## config.mk

```make
export PLATFORM = sky130hd
export DESIGN_NAME = pwm_generator
export DESIGN_NICKNAME = d
export VERILOG_FILES = /design/src/design/pwm_pkg.sv /design/src/design/pwm_register_bank.sv /design/src/design/pwm_timebase.sv /design/src/design/pwm_chain.sv /design/src/design/pwm_generator.sv
export SDC_FILE = /design/constraint.sdc
export NUM_CORES = 1
export LEC_CHECK = 0
export BUFFER_PORTS_ARGS = -buffer_cell sky130_fd_sc_hd__buf_2
export CELL_PAD_IN_SITES_DETAIL_PLACEMENT = 0
export CELL_PAD_IN_SITES_GLOBAL_PLACEMENT = 2
export CORE_UTILIZATION = 39
export DETAILED_ROUTE_END_ITERATION = 8
export HOLD_SLACK_MARGIN = 0.1
export PLACE_DENSITY_LB_ADDON = 0.25
export RECOVER_POWER = 50
export SETUP_SLACK_MARGIN = 0.15
export SLEW_MARGIN = 5
export SYNTH_ARGS = -nofsm -noshare
export SYNTH_HDL_FRONTEND = slang
export SYNTH_SLANG_ARGS = --single-unit
export TNS_END_PERCENT = 20
```

## constraint.sdc

```tcl
create_clock -name clock -period 3.43 [get_ports clock]
set_input_delay 0 -clock clock [delete_from_list [all_inputs] [get_ports clock]]
set_output_delay 0 -clock clock [all_outputs]
set_load 0.005 [all_outputs]
```

## src/design/pwm_pkg.sv

```systemverilog
`default_nettype none

package pwm_pkg;

    // Host register port widths
    typedef logic [7:0] reg_addr_t;
    typedef logic [15:0] reg_data_t;

    // Tick comes every 2**divider clock cycles
    typedef logic [2:0] divider_t;

    // One register access as the host presents it while req is high
    typedef struct packed {
        logic write;
        reg_addr_t addr;
        reg_data_t wdata;
    } reg_request_t;

    // Control word layout, fields listed from the most significant bit down
    // Bits 4 to 2 select the divider, bit 1 the external timebase, bit 0 run
    typedef struct packed {
        divider_t divider;
        logic ext_timebase_enable;
        logic run;
    } pwm_control_t;

    // Block zero holds the global registers
    localparam reg_addr_t CONTROL_ADDR = 8'h00;

    // Bit k of this register is the stopped value of pwm_out bit k
    localparam reg_addr_t STOPPED_STATE_ADDR = 8'h01;

    // Chain i starts at CHAIN_STRIDE * (i + 1)
    // Offset 0 is the period and offset 1 + c the compare value of channel c
    localparam reg_addr_t CHAIN_STRIDE = 8'h10;

endpackage

`default_nettype wire

```

## src/design/pwm_register_bank.sv

```systemverilog
`default_nettype none

module pwm_register_bank
    import pwm_pkg::*;
#(
    parameter int N_CHAINS = 2,
    parameter int N_CHANNELS = 2,
    parameter int COUNTER_WIDTH = 8,
    localparam int N_PWM = 2 * N_CHAINS * N_CHANNELS
) (
    input logic clock,
    input logic reset,
    input logic req,
    input reg_request_t request,
    output logic ack,
    output reg_data_t rdata,
    output pwm_control_t control,
    output logic [N_PWM-1:0] stopped_state,
    output logic [N_CHAINS-1:0][COUNTER_WIDTH-1:0] period_values,
    output logic [N_CHAINS*N_CHANNELS-1:0][COUNTER_WIDTH-1:0] compare_values
);

    // Address split into a block number and an offset inside the block
    reg_addr_t block;
    reg_addr_t offset;
    // High in the single cycle where a new access is carried out
    logic access;
    reg_data_t read_value;

    assign block = request.addr / CHAIN_STRIDE;
    assign offset = request.addr % CHAIN_STRIDE;

    // A new access only starts once the previous acknowledge has dropped
    assign access = req && !ack;

    // Read mux over every mapped register, unmapped addresses read as zero
    always_comb begin
        read_value = '0;
        if (request.addr == CONTROL_ADDR) begin
            read_value = reg_data_t'(control);
        end else if (request.addr == STOPPED_STATE_ADDR) begin
            read_value = reg_data_t'(stopped_state);
        end
        for (int i = 0; i < N_CHAINS; i++) begin
            if (block == reg_addr_t'(i + 1)) begin
                if (offset == '0) begin
                    read_value = reg_data_t'(period_values[i]);
                end
                for (int c = 0; c < N_CHANNELS; c++) begin
                    if (offset == reg_addr_t'(c + 1)) begin
                        read_value = reg_data_t'(compare_values[i * N_CHANNELS + c]);
                    end
                end
            end
        end
    end

    // Register storage, values are truncated to the register width on write
    always_ff @(posedge clock) begin
        if (!reset) begin
            control <= '0;
            stopped_state <= '0;
            period_values <= '0;
            compare_values <= '0;
        end else if (access && request.write) begin
            if (request.addr == CONTROL_ADDR) begin
                control <= pwm_control_t'(request.wdata[$bits(pwm_control_t)-1:0]);
            end
            if (request.addr == STOPPED_STATE_ADDR) begin
                stopped_state <= N_PWM'(request.wdata);
            end
            for (int i = 0; i < N_CHAINS; i++) begin
                if (block == reg_addr_t'(i + 1)) begin
                    if (offset == '0) begin
                        period_values[i] <= COUNTER_WIDTH'(request.wdata);
                    end
                    for (int c = 0; c < N_CHANNELS; c++) begin
                        // Compare offsets start right after the period
                        if (offset == reg_addr_t'(c + 1)) begin
                            compare_values[i * N_CHANNELS + c] <= COUNTER_WIDTH'(request.wdata);
                        end
                    end
                end
            end
        end
    end

    // Four-phase slave, ack rises on the access edge and falls once req is low
    always_ff @(posedge clock) begin
        if (!reset) begin
            ack <= 1'b0;
        end else if (access) begin
            ack <= 1'b1;
        end else if (!req) begin
            ack <= 1'b0;
        end
    end

    // Read data is captured with the access and held while ack stays high
    always_ff @(posedge clock) begin
        if (access) begin
            rdata <= read_value;
        end
    end

endmodule

`default_nettype wire

```

## src/design/pwm_timebase.sv

```systemverilog
`default_nettype none

module pwm_timebase
    import pwm_pkg::*;
(
    input logic clock,
    input logic reset,
    input pwm_control_t control,
    input logic ext_timebase,
    output logic tick,
    output logic timebase_out
);

    logic [6:0] prescaler;
    // Low bits of the prescaler that must all be set for an internal tick
    logic [6:0] mask;
    logic internal_hit;
    // Two synchronizer stages and the previous synchronized level
    logic [1:0] ext_sync;
    logic ext_previous;
    logic ext_edge;

    assign mask = 7'((8'd1 << control.divider) - 8'd1);
    assign internal_hit = (prescaler & mask) == mask;
    assign ext_edge = ext_sync[1] && !ext_previous;

    // With divider zero every cycle ticks, so the tick itself is exported
    assign timebase_out = (control.divider == '0) ? internal_hit
                                                  : prescaler[control.divider - 1'b1];

    always_ff @(posedge clock) begin
        if (!reset) begin
            prescaler <= '0;
            ext_sync <= '0;
            ext_previous <= 1'b0;
            tick <= 1'b0;
        end else begin
            prescaler <= prescaler + 7'd1;
            ext_sync <= {ext_sync[0], ext_timebase};
            ext_previous <= ext_sync[1];
            // Only one source drives the chains at a time
            tick <= control.ext_timebase_enable ? ext_edge : internal_hit;
        end
    end

endmodule

`default_nettype wire

```

## src/design/pwm_chain.sv

```systemverilog
`default_nettype none

module pwm_chain #(
    parameter int N_CHANNELS = 2,
    parameter int COUNTER_WIDTH = 8
) (
    input logic clock,
    input logic reset,
    input logic run,
    input logic tick,
    input logic fault,
    input logic [COUNTER_WIDTH-1:0] period,
    input logic [N_CHANNELS-1:0][COUNTER_WIDTH-1:0] compare,
    input logic [2*N_CHANNELS-1:0] stopped_state,
    output logic [2*N_CHANNELS-1:0] pwm_out
);

    logic [COUNTER_WIDTH-1:0] counter;
    // Registered high side of every channel
    logic [N_CHANNELS-1:0] out_a;
    // Interleaved a/b pairs before the stop and fault override
    logic [2*N_CHANNELS-1:0] pair_out;

    // Counter stays at zero while stopped so a restart begins a fresh period
    always_ff @(posedge clock) begin
        if (!reset) begin
            counter <= '0;
        end else if (!run) begin
            counter <= '0;
        end else if (tick) begin
            // Wrap at the period, or at once if the period was lowered below the count
            if (counter >= period) begin
                counter <= '0;
            end else begin
                counter <= counter + 1'b1;
            end
        end
    end

    // High side is set while the count sits below the compare value
    always_ff @(posedge clock) begin
        if (!reset) begin
            out_a <= '0;
        end else begin
            for (int c = 0; c < N_CHANNELS; c++) begin
                out_a[c] <= counter < compare[c];
            end
        end
    end

    // Channel c puts out_a on bit 2c and its complement on bit 2c+1
    always_comb begin
        for (int c = 0; c < N_CHANNELS; c++) begin
            pair_out[2 * c] = out_a[c];
            pair_out[2 * c + 1] = !out_a[c];
        end
    end

    // The override acts in the same cycle, the outputs never wait for a clock edge
    assign pwm_out = (run && !fault) ? pair_out : stopped_state;

endmodule

`default_nettype wire

```

## src/design/pwm_generator.sv

```systemverilog
`default_nettype none

module pwm_generator
    import pwm_pkg::*;
#(
    parameter int N_CHAINS = 2,
    parameter int N_CHANNELS = 2,
    parameter int COUNTER_WIDTH = 8,
    localparam int N_PWM = 2 * N_CHAINS * N_CHANNELS
) (
    input logic clock,
    input logic reset,
    input logic req,
    input reg_request_t request,
    output logic ack,
    output reg_data_t rdata,
    input logic ext_timebase,
    input logic fault,
    output logic timebase_out,
    output logic [N_PWM-1:0] pwm_out
);

    pwm_control_t control;
    logic [N_PWM-1:0] stopped_state;
    logic [N_CHAINS-1:0][COUNTER_WIDTH-1:0] period_values;
    logic [N_CHAINS*N_CHANNELS-1:0][COUNTER_WIDTH-1:0] compare_values;
    // Shared counting tick for every chain
    logic tick;

    pwm_register_bank #(
        .N_CHAINS(N_CHAINS),
        .N_CHANNELS(N_CHANNELS),
        .COUNTER_WIDTH(COUNTER_WIDTH)
    ) i_pwm_register_bank (
        .clock(clock),
        .reset(reset),
        .req(req),
        .request(request),
        .ack(ack),
        .rdata(rdata),
        .control(control),
        .stopped_state(stopped_state),
        .period_values(period_values),
        .compare_values(compare_values)
    );

    pwm_timebase i_pwm_timebase (
        .clock(clock),
        .reset(reset),
        .control(control),
        .ext_timebase(ext_timebase),
        .tick(tick),
        .timebase_out(timebase_out)
    );

    // Each chain takes its own slice of the register arrays and of pwm_out
    for (genvar i = 0; i < N_CHAINS; i++) begin : g_chain
        pwm_chain #(
            .N_CHANNELS(N_CHANNELS),
            .COUNTER_WIDTH(COUNTER_WIDTH)
        ) i_pwm_chain (
            .clock(clock),
            .reset(reset),
            .run(control.run),
            .tick(tick),
            .fault(fault),
            .period(period_values[i]),
            .compare(compare_values[i * N_CHANNELS +: N_CHANNELS]),
            .stopped_state(stopped_state[i * 2 * N_CHANNELS +: 2 * N_CHANNELS]),
            .pwm_out(pwm_out[i * 2 * N_CHANNELS +: 2 * N_CHANNELS])
        );
    end

endmodule

`default_nettype wire

```

# Word-level counts from Yosys, hierarchy flattened
# Index checks and enable logic that the tools add are counted.
# totals
register_bits,109
# classes
n_addsub,5
magnitude_cmp,7
n_eq_ne,7
shifts,1
mux,20
bitwise_logic,1
reduce_logical,23
# op_table
operator,n
16-bit 2-to-1 mux,9
8-bit < comparator,4
8-bit 2-to-1 mux,3
3-bit AND reduction,6
"8-bit by 1-bit adder with 8-bit output, second input constant",2
8-bit >= comparator,2
8-bit logical NOT,2
"4-bit by 1-bit equality test with 1-bit output, second input constant",2
"4-bit by 2-bit equality test with 1-bit output, second input constant",2
"8-bit by 1-bit equality test with 1-bit output, second input constant",1
4-bit 2-to-1 mux,2
"7-bit by 1-bit adder with 7-bit output, second input constant",1
7-bit bitwise AND,1
7-bit equality test,1
1-bit logical NOT,7
"1-bit by 3-bit left shift with 7-bit output, first input constant",1
"7-bit by 1-bit subtractor with 7-bit output, second input constant",1
2-bit AND reduction,3
1-bit 2-to-1 mux,5
1-bit logical AND,4
"3-bit by 4-bit < comparator with 1-bit output, second input constant",1
1-bit binary-select mux with 3-bit select,1
3-bit logical NOT,1
"3-bit by 1-bit subtractor with 3-bit output, second input constant",1
"2-bit by 1-bit != test with 1-bit output, second input constant",1

# Logic depth before layout (Yosys ltp)
# Gate-level depths: netlist of the first run.
# logic_depth
ltp_word,11
ltp_mapped,11
mapped_depth_nobuf,10

# Hierarchy
# A second synthesis of the first run with hierarchy kept.
# hier_totals
cells_unflattened,651
hier_area_um2,6173.4
# by_module_without_submodules
module,n_inst,cells_each,area_each_um2,seq_area_each_um2
pwm_register_bank,1,322,3370.7,1481.4
pwm_chain,2,126,1051.0,200.2
pwm_timebase,1,77,700.7,220.2

# Worst setup path before layout of the first run
# OpenSTA, ideal clock, no wires.
# synth_path
path_kind,reg2reg
start,"reg, netlist name i_pwm_register_bank.control[2]"
end,reg i_pwm_timebase.tick
setup_time_ns,0.058
arrival_time_ns,2.058
required_time_ns,3.372
path_slack_ns,1.314
stages_incl_launch_ff,12
cell_sequence,dfxtp_1 inv_1 ha_1 buf_2 nor2b_1 inv_1 ha_1 xnor2_1 o211a_1 o21ai_0 nor4_1 a31o_2
# synth_via
elab_chain_cells,5
# synth_rtl
element,line_no,rtl
1-bit by 3-bit left shift with 7-bit output *,pwm_timebase.sv:23,assign mask = 7'((8'd1 << control.divider) - 8'd1);
7-bit by 1-bit subtractor with 7-bit output *,pwm_timebase.sv:23,
7-bit bitwise AND,pwm_timebase.sv:24,assign internal_hit = (prescaler & mask) == mask;
7-bit equality test *,pwm_timebase.sv:24,
1-bit 2-to-1 mux *,pwm_timebase.sv:42,tick <= control.ext_timebase_enable ? ext_edge : internal_hit;
end signal: assignment,pwm_timebase.sv:42,
end: declaration,pwm_timebase.sv:10,"output logic tick,"
# Every way passes the cells marked *; elsewhere a longest branch is shown, timed or not.
# A chain may end at the register's enable or synchronous reset.

# Final worst setup path of the first run
# layout_path
start,"reg, netlist name i_pwm_register_bank.control[2]"
end,out timebase_out
# layout_via
elab_chain_cells,5
elab_cells_between_ends,9
classes_between,2 x add/sub; 1 x eq/ne; 1 x shift; 3 x mux; 1 x bitwise; 1 x reduce/logical
# layout_rtl
element,line_no,rtl
1-bit by 3-bit left shift with 7-bit output,pwm_timebase.sv:23,
7-bit by 1-bit subtractor with 7-bit output,pwm_timebase.sv:23,
7-bit bitwise AND,pwm_timebase.sv:24,
7-bit equality test,pwm_timebase.sv:24,
1-bit 2-to-1 mux *,pwm_timebase.sv:28,assign timebase_out = (control.divider == '0) ? internal_hit
end: declaration,pwm_generator.sv:19,"output logic timebase_out,"
# Every way passes the cells marked *; elsewhere a longest branch is shown, timed or not. The select of a mux whose other input is x is not followed.

==> flow_summary_export.csv, run 1 <==
group,metric,value,unit
sta,timing.final.max_slew_violations,43,
sta,max_slew_margin,-0.1386,
clocking,ctsLongestPathBuffers,2,
place,pre_cts_ws,0.7534,ns
clocking,cts_tree,"built",
sta,timing.final.crit_period,2.896,ns
route,drt_wl_total,17.26,mm
clocking,cts_root_buf,"sky130_fd_sc_hd__clkbuf_16",
floorplanning,floorplan.die_area,16150,sq um
place,dp_hpwl,12.62,mm
floorplanning,floorplan.io_pins,56,
finish,layout.nets,851,
global_routing,number_of_global_route_vias_before_repair,5035,
floorplanning,core,15260,sq um
run_status,failing_checks,"capacitance limit, slew limit",
global_routing,grt_use_total,0.2222,
route,detailedRoute.firstIterationViolations,312,
global_routing,antenna_found_initial,0,
finish,layout.cell_area.non_filler,6808,sq um
place,cell_count_post_placement,958,
global_routing,grt_first_pass_wirelength,27.06,mm
synth,ys.flop_type,"sky130_fd_sc_hd__dfxtp_1",
global_routing,grt.overflow.total,0,
sta,rsz0062_at_grt,"no",
synth,ys.warnings.count,0,
floorplanning,count_of_standard_cell_rows,45,
floorplanning,die_h,127.1,microns
worst_setup_path,cp_slowest_stage_delay,0.37,ns
power,ir_worst_vdd,259.9,uV
synth,synth.cell_area,6103,sq um
route,via_to_cell_ratio,5.205,
worst_setup_path,cp.buffers_inverters,3,
sta,timing.final.hold_violations,0,
worst_setup_path,critical_path.endpoint_type,"output pin",
power,power_density,363.1,nW/um^2
worst_setup_path,arrival,2.90,ns
place,routability_congestion,0.7759,
finish,post-route-util,0.4462,
clocking,cts.sinks,101,
worst_setup_path,cpLargestDelayFamily,"compound AO/OA/AOI/OAI gates",
sta,finalClockSkew,0.006346,ns
synth,synthCells,743,
sta,total_of_endpoints_with_negative_setup_slack_in_the_final_report,0,
synth,yosys.cell_types.count,54,
place,placed_cell_area,6397,sq um
route,route.antenna.remaining_nets,0,
clocking,cts_inserted_buffers,9,
clocking,cts.reportedPaths.clkPinSlew,0.07,ns
place,io_buffer_count,39,
sta,final.period_utilization,0.8442,
run_status,status,"finished with violations",
synth,ys_top_cells_by_area,"sky130_fd_sc_hd__dfxtp_1 31%, sky130_fd_sc_hd__ha_1 11%, sky130_fd_sc_hd__nand2_1 6.8%",
worst_setup_path,required,3.43,ns
worst_setup_path,timing.critical_path.fanout_max,7,
worst_setup_path,crit_slowest_cell,"sky130_fd_sc_hd__dfxtp_1",
worst_hold_path,hold_class,"in2reg",
synth,synth_edf_count,8,
finish,instances_no_fill,984,
sta,postLayoutSetupSlackWorst,0.5343,ns
synth,synth.most_common_cell,"sky130_fd_sc_hd__nand2_1",
route,drcViolationCount,0,
worst_setup_path,crit_path_cell_trace,"inv_1, ha_1, nor2b_1, inv_1, ha_1, xnor2_1, o211a_1, o21ai_0, nor4_2, a221o_1, buf_2",
worst_setup_path,ff2ff_setup_slack,0.96,ns
sta,finalSetupTns,0,ns
sta,max_freq,345.3,MHz
synth,syn-mean-instance-area,8.214,sq um
job,maxCapViolations,1,
global_routing,grt_max_degree,43,
synth,netlist.area_leader.share,0.3050,
finish,layout-drive-gt1-share,0.09185,
clocking,htree_levels,3,
route,via_count,5122,
synth,synth_top_cell_by_area,"sky130_fd_sc_hd__dfxtp_1",
power,total_leakage_power,0.002579,uW
clocking,worst_skew_pair.late_latency,0.36,ns
finish,n_antenna_cell,0,
synth,yosysSeqAreaShare,0.3444,
synth,synth-async-reset-ratio,0,
route,drt-pass1-iter-count,5,
floorplanning,initial_utilization,0.4000,
clocking,cts_post_setup_buffers_inserted,0,
worst_setup_path,setup.worst_path.start_class,"flip-flop",
finish,area_growth_syn_to_layout,11.54,%
floorplanning,fp.dieW,127.1,microns
sta,tightestPinTransition,1.708,ns
worst_setup_path,timing.setup.critical_path_class,"reg2out",
synth,flip_flop_and_latch_count_after_synthesis,101,
route,wire_per_inst,17.54,microns
synth,post_synth_most_frequent_cells,"111 x sky130_fd_sc_hd__nand2_1, 93 x sky130_fd_sc_hd__dfxtp_1, 53 x sky130_fd_sc_hd__ha_1",
==> flip-flops by register name, summed over array words and instances (netlist names) <==
signal,cells
i_pwm_register_bank.compare_values,32
g_chain.i_pwm_chain.counter,16
i_pwm_register_bank.period_values,16
i_pwm_register_bank.rdata,8
i_pwm_register_bank.stopped_state,8
i_pwm_timebase.prescaler,7
i_pwm_register_bank.control,5
g_chain.i_pwm_chain.out_a,4
i_pwm_timebase.ext_sync,2
i_pwm_register_bank.ack,1
i_pwm_timebase.ext_previous,1
i_pwm_timebase.tick,1
==> worst register-to-register path, delay by kind of cell, from the launching register on <==
kind	cells	cell delay (ns)
XOR/XNOR	1	0.19
buffers and inverters	2	0.20
flip-flops	1	0.37
AND/OR/NAND/NOR	2	0.59
adder cells (fa/ha/maj)	2	0.61
AO/OA/AOI/OAI	3	0.46
==> area by class of cell <==
cell class                      instances  area, sq um
Fill cell                            1513         8451
Timing Repair Buffer                   54        316.6
Clock inverter                          4        52.55
Multi-Input combinational cell        551         3603
Inverter                               51        191.4
Sequential cell                       101         2102
Clock buffer                           12        277.8
Tap cell                              211        264.0
==> cells by family after synthesis <==
logic type,after synthesis,synth area share
other,1,0.0006144
AND/OR/NAND/NOR,275,0.2200
multiplexers,39,0.06806
buffers and inverters,98,0.06888
AO/OA/AOI/OAI,162,0.1693
adder cells (fa/ha/maj),53,0.1087
flip-flops,101,0.3444
XOR/XNOR,14,0.02009
==> metal layers <==
layer | wire length [microns] | vias up | global-route usage
li1 | - | 2587 | -
met1 | 8163 | 2437 | 0.2774
met2 | 8240 | 80 | 0.3859
met3 | 529 | 18 | 0.04355
met4 | 322 | 0 | 0.06863
met5 | 0 | - | 0
==> cells in the final DEF (no fill, tap or decap), drive strengths merged, types with 22 or more instances in the layout <==
cell type and instances:
nor2 35, mux2i 28, inv 50, dfxtp 93
nand3 41, nand2 112, clkbuf 22, a21oi 28
ha 53, nor2b 32, buf 34, o21ai 47
a21boi 41
==> power breakdown <==
group	internal [uW]	total, uW	switching, uW
clock network	650	1120	474
logic	51.3	144	93.0
registers	1200	1200	7.13
==> worst paths after layout <==
check                                 startpoint                            to  cells past startpoint
hold reg to reg       i_pwm_timebase.ext_sync[0]    i_pwm_timebase.ext_sync[1]                      1
hold / removal                       request[21]  i_pwm_register_bank.rdata[7]                      4
setup reg to reg  i_pwm_register_bank.control[2]           i_pwm_timebase.tick                     10
setup / recovery  i_pwm_register_bank.control[2]                  timebase_out                     11
==> per-stage QoR <==
step	power (uW)	hold slack (ns)
floorplan	1317	0.1217
global placement	1365	0.2106
detailed placement	1367	0.2081
CTS	2503	0.1339
global route	2556	0.1691
finish	2472	0.1434
==> timing repair <==
action | in CTS | in global routing
endpoints found under the setup margin | 0 | 1
hold buffers | 10 | 0
hold endpoints to repair | 54 | 0
gates resized for setup | 0 | 1
(Power assumes the default switching activity.)
==> inputs of run 2 (changes only) <==
--- a/config.mk
+++ b/config.mk
@@ -5,10 +5,11 @@
 export SDC_FILE = /design/constraint.sdc
 export NUM_CORES = 1
 export LEC_CHECK = 0
+export ABC_AREA = 1
 export BUFFER_PORTS_ARGS = -buffer_cell sky130_fd_sc_hd__buf_2
 export CELL_PAD_IN_SITES_DETAIL_PLACEMENT = 0
 export CELL_PAD_IN_SITES_GLOBAL_PLACEMENT = 2
-export CORE_UTILIZATION = 39
+export CORE_UTILIZATION = 34
 export DETAILED_ROUTE_END_ITERATION = 8
 export HOLD_SLACK_MARGIN = 0.1
 export PLACE_DENSITY_LB_ADDON = 0.25
==> constraint.sdc (replaced) <==
create_clock -name clock -period 2.8 [get_ports clock]
set_input_delay 0 -clock clock [delete_from_list [all_inputs] [get_ports clock]]
set_output_delay 0 -clock clock [all_outputs]
set_load 0.005 [all_outputs]
==> run 2 against run 1 <==
Against the previous run: the run still ends with capacitance limit, slew limit left; synthesized cell count is 9.8% higher; routed wire length is 2.1% lower; hold slack better by 0.12 ns; via count is 3.9% higher; first-iteration DRC count is 29% higher; count of clock-buffer cells in the layout is 1 lower; final cell count is 9.9% higher; flip-flop and latch count stayed put; utilization is 5.3 points lower; combinational power is 26% higher; cell area is 3.2% lower; worst setup slack worse by 0.16 ns; largest cell class unchanged; largest power group unchanged.
==> flow_summary_export.csv, run 2 <==
group,metric,value,unit
clocking,ctsLongestPathBuffers,2,
worst_setup_path,critical_path.endpoint_type,"output pin",
route,drt-pass1-iter-count,5,
power,total_leakage_power,0.002828,uW
global_routing,grt_use_total,0.1959,
synth,netlist.area_leader.share,0.3147,
clocking,htree_levels,3,
run_status,failing_checks,"capacitance limit, slew limit",
finish,largest_reg_flops,32,
finish,post-route-util,0.3931,
floorplanning,die_h,133.9,microns
clocking,cts.sinks,101,
synth,post_synth_most_frequent_cells,"123 x sky130_fd_sc_hd__nand2_1, 119 x sky130_fd_sc_hd__inv_1, 99 x sky130_fd_sc_hd__a21oi_1",
run_status,status,"finished with violations",
worst_setup_path,timing.setup.critical_path_class,"reg2out",
route,detailedRoute.firstIterationViolations,404,
finish,layout.nets,939,
sta,timing.final.hold_violations,0,
route,drt_wl_total,16.90,mm
synth,synth-async-reset-ratio,0,
global_routing,number_of_global_route_vias_before_repair,4839,
route,via_count,5321,
power,clock_power_share,0.447,
route,drcViolationCount,0,
synth,yosysSeqAreaShare,0.3553,
power,netSwitchingFraction,0.2416,
clocking,cts_post_setup_buffers_inserted,0,
finish,most_frequent_cells_in_the_layout,"124 x sky130_fd_sc_hd__nand2_1, 123 x sky130_fd_sc_hd__inv_1, 99 x sky130_fd_sc_hd__a21oi_1",
synth,synthCells,816,
synth,syn-mean-instance-area,7.250,sq um
route,route.antenna.remaining_nets,0,
finish,n_antenna_cell,0,
synth,yosys.cell_types.count,37,
synth,synth_edf_count,8,
place,io_buffer_count,39,
place,dp_hpwl,12.75,mm
synth,flip_flop_and_latch_count_after_synthesis,101,
worst_hold_path,hold_class,"in2reg",
sta,total_of_endpoints_with_negative_setup_slack_in_the_final_report,0,
power,p_switching,723.5,uW
finish,layout-drive-gt1-share,0.08711,
sta,timing.final.crit_period,2.428,ns
finish,area_growth_syn_to_layout,11.38,%
power,power_density,454.5,nW/um^2
synth,ys.warnings.count,0,
floorplanning,fp.dieW,133.9,microns
sta,rsz0062_at_grt,"no",
clocking,cts_root_buf,"sky130_fd_sc_hd__clkbuf_16",
sta,final.period_utilization,0.8670,
job,maxCapViolations,1,
global_routing,grt_first_pass_wirelength,26.63,mm
floorplanning,floorplan.io_pins,56,
clocking,worst_skew_pair.late_latency,0.35,ns
synth,ys.flop_type,"sky130_fd_sc_hd__dfxtp_1",
floorplanning,count_of_standard_cell_rows,47,
route,wire_per_inst,15.63,microns
route,via_to_cell_ratio,4.922,
clocking,cts_inserted_buffers,9,
global_routing,grt.overflow.total,0,
synth,ys_top_cells_by_area,"sky130_fd_sc_hd__dfxtp_1 31%, sky130_fd_sc_hd__ha_1 11%, sky130_fd_sc_hd__a21oi_1 8.4%",
global_routing,antenna_found_initial,0,
power,power.share.sequential,0.493,
sta,finalSetupTns,0,ns
power,combPwrFrac,0.060,
finish,number_of_fill_cells_in_the_layout,1812,
floorplanning,core,16760,sq um
worst_setup_path,required,2.80,ns
place,placed_cell_area,6223,sq um
worst_setup_path,timing.critical_path.fanout_max,8,
floorplanning,initial_utilization,0.3530,
sta,finalClockSkew,0.007900,ns
finish,layout.cell_area.non_filler,6589,sq um
power,internal_pwr_total,2271,uW
sta,tightestPinTransition,1.505,ns
power,ir_worst_vdd,261.7,uV
synth,synth_top_cell_by_area,"sky130_fd_sc_hd__dfxtp_1",
finish,layout_top_registers,"i_pwm_register_bank.compare_values x32, g_chain.i_pwm_chain.counter x16, i_pwm_register_bank.period_values x16",
finish,largest-register,"i_pwm_register_bank.compare_values",
sta,max_slew_margin,-0.003240,
synth,synth.most_common_cell,"sky130_fd_sc_hd__nand2_1",
finish,area.sequential,2103,sq um
sta,max_freq,411.9,MHz
global_routing,grt_max_degree,39,
worst_setup_path,arrival,2.43,ns
finish,area_taken_by_multi_input_logic_gates,3103,sq um
place,routability_congestion,0.7964,
clocking,cts_tree,"built",
sta,timing.final.max_slew_violations,35,
clocking,cts.reportedPaths.clkPinSlew,0.07,ns
synth,synth.cell_area,5916,sq um
worst_setup_path,setup.worst_path.start_class,"flip-flop",
floorplanning,floorplan.die_area,17930,sq um
finish,mostFrequentLayoutCell,"sky130_fd_sc_hd__nand2_1",
run 2: cell families (layout without fill, tap and decap cells):
kind of cell	after synthesis	after routing	share of synthesized area
compound gates	208	208	0.1819
xor+xnor	14	14	0.02073
fa+ha+maj	53	53	0.1121
buf+inv	161	199	0.1182
flops	101	101	0.3553
other cells	1	8	0.0006339
simple gates	278	278	0.2111
run 2: path summary, 6_finish.rpt:
kind                                                startpoint                                   end  slack (ns)  depth (start not counted)
worst max-delay path            i_pwm_register_bank.control[2]                          timebase_out        0.37                         12
worst min register to register      i_pwm_timebase.ext_sync[0]            i_pwm_timebase.ext_sync[1]        0.43                          2
worst max register to register         i_pwm_register_bank.ack  i_pwm_register_bank.stopped_state[5]        0.51                          6
worst min-delay path                               request[24]  i_pwm_register_bank.stopped_state[2]        0.26                          5
run 2: worst max-delay path, cell delays in order (launching register included):
cell                      delay (ns)
sky130_fd_sc_hd__dfxtp_2        0.40
sky130_fd_sc_hd__inv_1          0.14
sky130_fd_sc_hd__ha_1           0.27
sky130_fd_sc_hd__nand2_1        0.16
sky130_fd_sc_hd__ha_1           0.18
sky130_fd_sc_hd__inv_1          0.07
sky130_fd_sc_hd__a21oi_2        0.16
sky130_fd_sc_hd__nand4_1        0.12
sky130_fd_sc_hd__xor2_1         0.16
sky130_fd_sc_hd__nand2_1        0.06
sky130_fd_sc_hd__nand2_1        0.08
sky130_fd_sc_hd__o21ai_1        0.14
sky130_fd_sc_hd__buf_2          0.13
run 2: final cells by class:
class                           count  share of cell area
Clock buffer                       11             0.03855
Inverter                          132             0.07520
Timing Repair Buffer               51             0.04577
Sequential cell                   101              0.3192
Clock inverter                      5            0.008545
Tap cell                          220             0.04178
Multi-Input combinational cell    561              0.4709
run 2: power groups by stage:
stage | Sequential [uW] | Combinational (uW) | Clock [uW]
after floorplan | 1510 | 108 | 0
final | 1480 | 181 | 1340
after CTS | 1480 | 187 | 1360
after global placement | 1510 | 174 | 0
after global routing | 1480 | 202 | 1430
after detailed placement | 1510 | 175 | 0
run 2: stage by stage:
stage,cells,hold WS [ns],total power [uW],setup WS [ns]
after floorplan,823,0.09345,1615,1.027
after global placement,1055,0.1815,1683,0.7200
after detailed placement,1055,0.1843,1685,0.6174
after CTS,1081,0.1563,3026,0.2346
after global routing,1081,0.3366,3110,0.1960
final,1081,0.2609,2995,0.3723
run 2: repair_timing:
item,4_1_cts,5_1_grt
gates resized for setup,0,1
hold buffers,10,0
endpoints found under the hold margin,36,0
setup endpoints to repair,0,1
run 2: metal layers:
layer / routed length [microns] / vias up / GRT usage
li1: - / 2738 / -
met1: 8830 / 2485 / 0.2892
met2: 7316 / 84 / 0.2974
met3: 560 / 14 / 0.02154
met4: 190 / 0 / 0.05808
met5: 0 / - / 0
==> inputs of run 3 (changes only) <==
--- a/config.mk
+++ b/config.mk
@@ -7,9 +7,7 @@
 export LEC_CHECK = 0
 export ABC_AREA = 1
 export BUFFER_PORTS_ARGS = -buffer_cell sky130_fd_sc_hd__buf_2
-export CELL_PAD_IN_SITES_DETAIL_PLACEMENT = 0
-export CELL_PAD_IN_SITES_GLOBAL_PLACEMENT = 2
-export CORE_UTILIZATION = 34
+export CORE_UTILIZATION = 55
 export DETAILED_ROUTE_END_ITERATION = 8
 export HOLD_SLACK_MARGIN = 0.1
 export PLACE_DENSITY_LB_ADDON = 0.25
==> run 3 against run 2 <==
Against the previous run: the run now ends clean; fmax up 0.92%; power down 13%; critical path depth unchanged; utilization up 22 points; first-iteration DRC count up 6.9%.
==> flow_summary_export.csv, run 3 (synthesized netlist as in run 2, its figures left out) <==
group,metric,value,unit
route,via_count,5360,
finish,largest_reg_flops,32,
finish,area_growth_syn_to_layout,8.270,%
worst_setup_path,cp_slowest_stage_delay,0.40,ns
floorplanning,count_of_standard_cell_rows,37,
worst_setup_path,timing.setup.critical_path_class,"reg2out",
route,wire_per_inst,14.50,microns
clocking,htree_levels,3,
power,fin_total_pwr,2599,uW
finish,area_taken_by_multi_input_logic_gates,3103,sq um
finish,most_frequent_cells_in_the_layout,"126 x sky130_fd_sc_hd__inv_1, 125 x sky130_fd_sc_hd__nand2_1, 99 x sky130_fd_sc_hd__a21oi_1",
place,dp_hpwl,10.81,mm
route,detailedRoute.firstIterationViolations,432,
worst_setup_path,required,2.80,ns
sta,finalSetupTns,0,ns
worst_hold_path,worstHoldEndpoint,"i_pwm_register_bank.stopped_state[4]",
finish,layout.cell_area.non_filler,6405,sq um
job,maxCapViolations,0,
sta,timing.final.hold_violations,0,
clocking,worst_skew_pair.late_latency,0.37,ns
clocking,cts_root_buf,"sky130_fd_sc_hd__clkbuf_8",
worst_setup_path,cpLargestDelayFamily,"adder cells",
worst_setup_path,critPathMostFrequentCell,"sky130_fd_sc_hd__nand2_1",
worst_setup_path,cp.buffers_inverters,3,
sta,final.period_utilization,0.8591,
clocking,cts.sinks,101,
clocking,cts.reportedPaths.clkPinSlew,0.09,ns
route,drt_wl_total,14.49,mm
place,routability_congestion,0.8871,
route,via_to_cell_ratio,5.365,
worst_setup_path,timing.critical_path.fanout_max,8,
power,power_density,405.8,nW/um^2
worst_setup_path,rr_endpoint,"i_pwm_register_bank.stopped_state[7]",
power,ir_worst_vdd,216.3,uV
global_routing,number_of_global_route_vias_before_repair,4848,
floorplanning,core,10370,sq um
place,pre_cts_ws,0.6554,ns
route,route.antenna.remaining_nets,0,
finish,area.sequential,2106,sq um
worst_hold_path,min_from,"request[24]",
finish,n_antenna_cell,0,
clocking,ctsLongestPathBuffers,2,
sta,timing.final.max_slew_violations,0,
place,io_buffer_count,39,
worst_setup_path,worst_setup_path_startpoint,"i_pwm_register_bank.control[2]",
sta,rsz0062_at_grt,"no",
finish,largest-register,"i_pwm_register_bank.compare_values",
clocking,cts_post_setup_buffers_inserted,0,
global_routing,grt_max_degree,51,
finish,number_of_fill_cells_in_the_layout,938,
worst_setup_path,arrival,2.41,ns
global_routing,antenna_found_initial,0,
place,placed_cell_area,6118,sq um
sta,max_slew_margin,0.2850,
floorplanning,initial_utilization,0.5705,
sta,timing.final.crit_period,2.406,ns
global_routing,grt_first_pass_wirelength,23.58,mm
worst_setup_path,ff2ff_setup_slack,0.41,ns
finish,mostFrequentLayoutCell,"sky130_fd_sc_hd__inv_1",
worst_setup_path,critical_path.endpoint_type,"output pin",
clocking,cts_tree,"built",
floorplanning,floorplan.io_pins,56,
worst_setup_path,crit_path_cell_trace,"inv_1, ha_1, nand2_1, ha_1, inv_1, a21oi_2, nand4_1, xor2_1, nand2_1, nand2_1, o21ai_1, buf_2",
worst_setup_path,setup.worst_path.start_class,"flip-flop",
finish,layout_top_registers,"i_pwm_register_bank.compare_values x32, g_chain.i_pwm_chain.counter x16, i_pwm_register_bank.period_values x16",
sta,postLayoutSetupSlackWorst,0.3945,ns
sta,total_of_endpoints_with_negative_setup_slack_in_the_final_report,0,
floorplanning,die_h,105.7,microns
sta,max_freq,415.7,MHz
worst_hold_path,hold_class,"in2reg",
worst_setup_path,worst_r2r_path_depth,7,
finish,layout-drive-gt1-share,0.08343,
route,drt-pass1-iter-count,5,
floorplanning,fp.dieW,105.7,microns
finish,layout.nets,942,
route,drcViolationCount,0,
worst_setup_path,crit_slowest_cell,"sky130_fd_sc_hd__dfxtp_4",
global_routing,grt.overflow.total,0,
sta,tightestPinTransition,1.069,ns
global_routing,grt_use_total,0.2713,
floorplanning,floorplan.die_area,11170,sq um
worst_setup_path,rr_startpoint,"i_pwm_register_bank.ack",
power,total_leakage_power,0.002783,uW
clocking,cts_inserted_buffers,9,
sta,finalClockSkew,0.006945,ns
run_status,status,"complete, no violations",
worst_hold_path,whs_path_depth,5,
==> run 3: how the worst max path moves through the flow <==
| stage | end | cells past startpoint |
|---|---|---|
| finish | timebase_out | 12 |
| global route | i_pwm_register_bank.stopped_state[7] | 7 |
| CTS | timebase_out | 12 |
| detailed placement | timebase_out | 12 |
| global placement | timebase_out | 12 |
| floorplan | i_pwm_timebase.tick | 11 |
==> run 3: metal layers <==
layer	vias to the layer above	wire length, microns	track usage
met3	30	929	0.04082
li1	2742	-	-
met2	174	6363	0.4202
met4	0	458	0.1200
met5	-	0	0
met1	2414	6736	0.3732
==> run 3: worst reg2reg max path: stages (launching register included) <==
cell and delay (ns):
sky130_fd_sc_hd__dfxtp_1 0.32, sky130_fd_sc_hd__nor2_1 0.52, sky130_fd_sc_hd__nand2_1 0.29, sky130_fd_sc_hd__nor2_4 0.24, sky130_fd_sc_hd__inv_1 0.19, sky130_fd_sc_hd__nor2_1 0.13, sky130_fd_sc_hd__nor2_1 0.05, sky130_fd_sc_hd__dlygate4sd3_1 0.54
==> run 3: timing repair <==
action,4_1_cts,5_1_grt
endpoints found under the hold margin,76,0
setup endpoints to repair,0,1
hold buffers,13,0
gates resized for setup,0,2
==> run 3: metrics by stage <==
stage          cells  hold WS (ns)    util
2_1_floorplan    823       0.09345       -
3_3_place_gp     971        0.1847  0.5900
3_5_place_dp     971        0.1913  0.5900
4_1_cts          999        0.1314  0.6217
5_1_grt          999        0.2473  0.6176
6_report         999        0.2018  0.6176
==> run 3: cell type report <==
| type | instances | area share |
|---|---|---|
| Inverter | 132 | 0.07736 |
| Clock buffer | 11 | 0.02364 |
| Tap cell | 136 | 0.02657 |
| Sequential cell | 101 | 0.3288 |
| Timing Repair Buffer | 54 | 0.05177 |
| Clock inverter | 4 | 0.007423 |
| Multi-Input combinational cell | 561 | 0.4845 |
==> run 3: report_power, final <==
part | internal [uW] | leakage (uW) | total [uW] | switching, uW
logic | 56.3 | 0.00185 | 176 | 120
clock network | 454 | 0.000101 | 950 | 496
registers | 1470 | 0.000831 | 1470 | 7.17
total | 1980 | 0.00278 | 2600 | 623
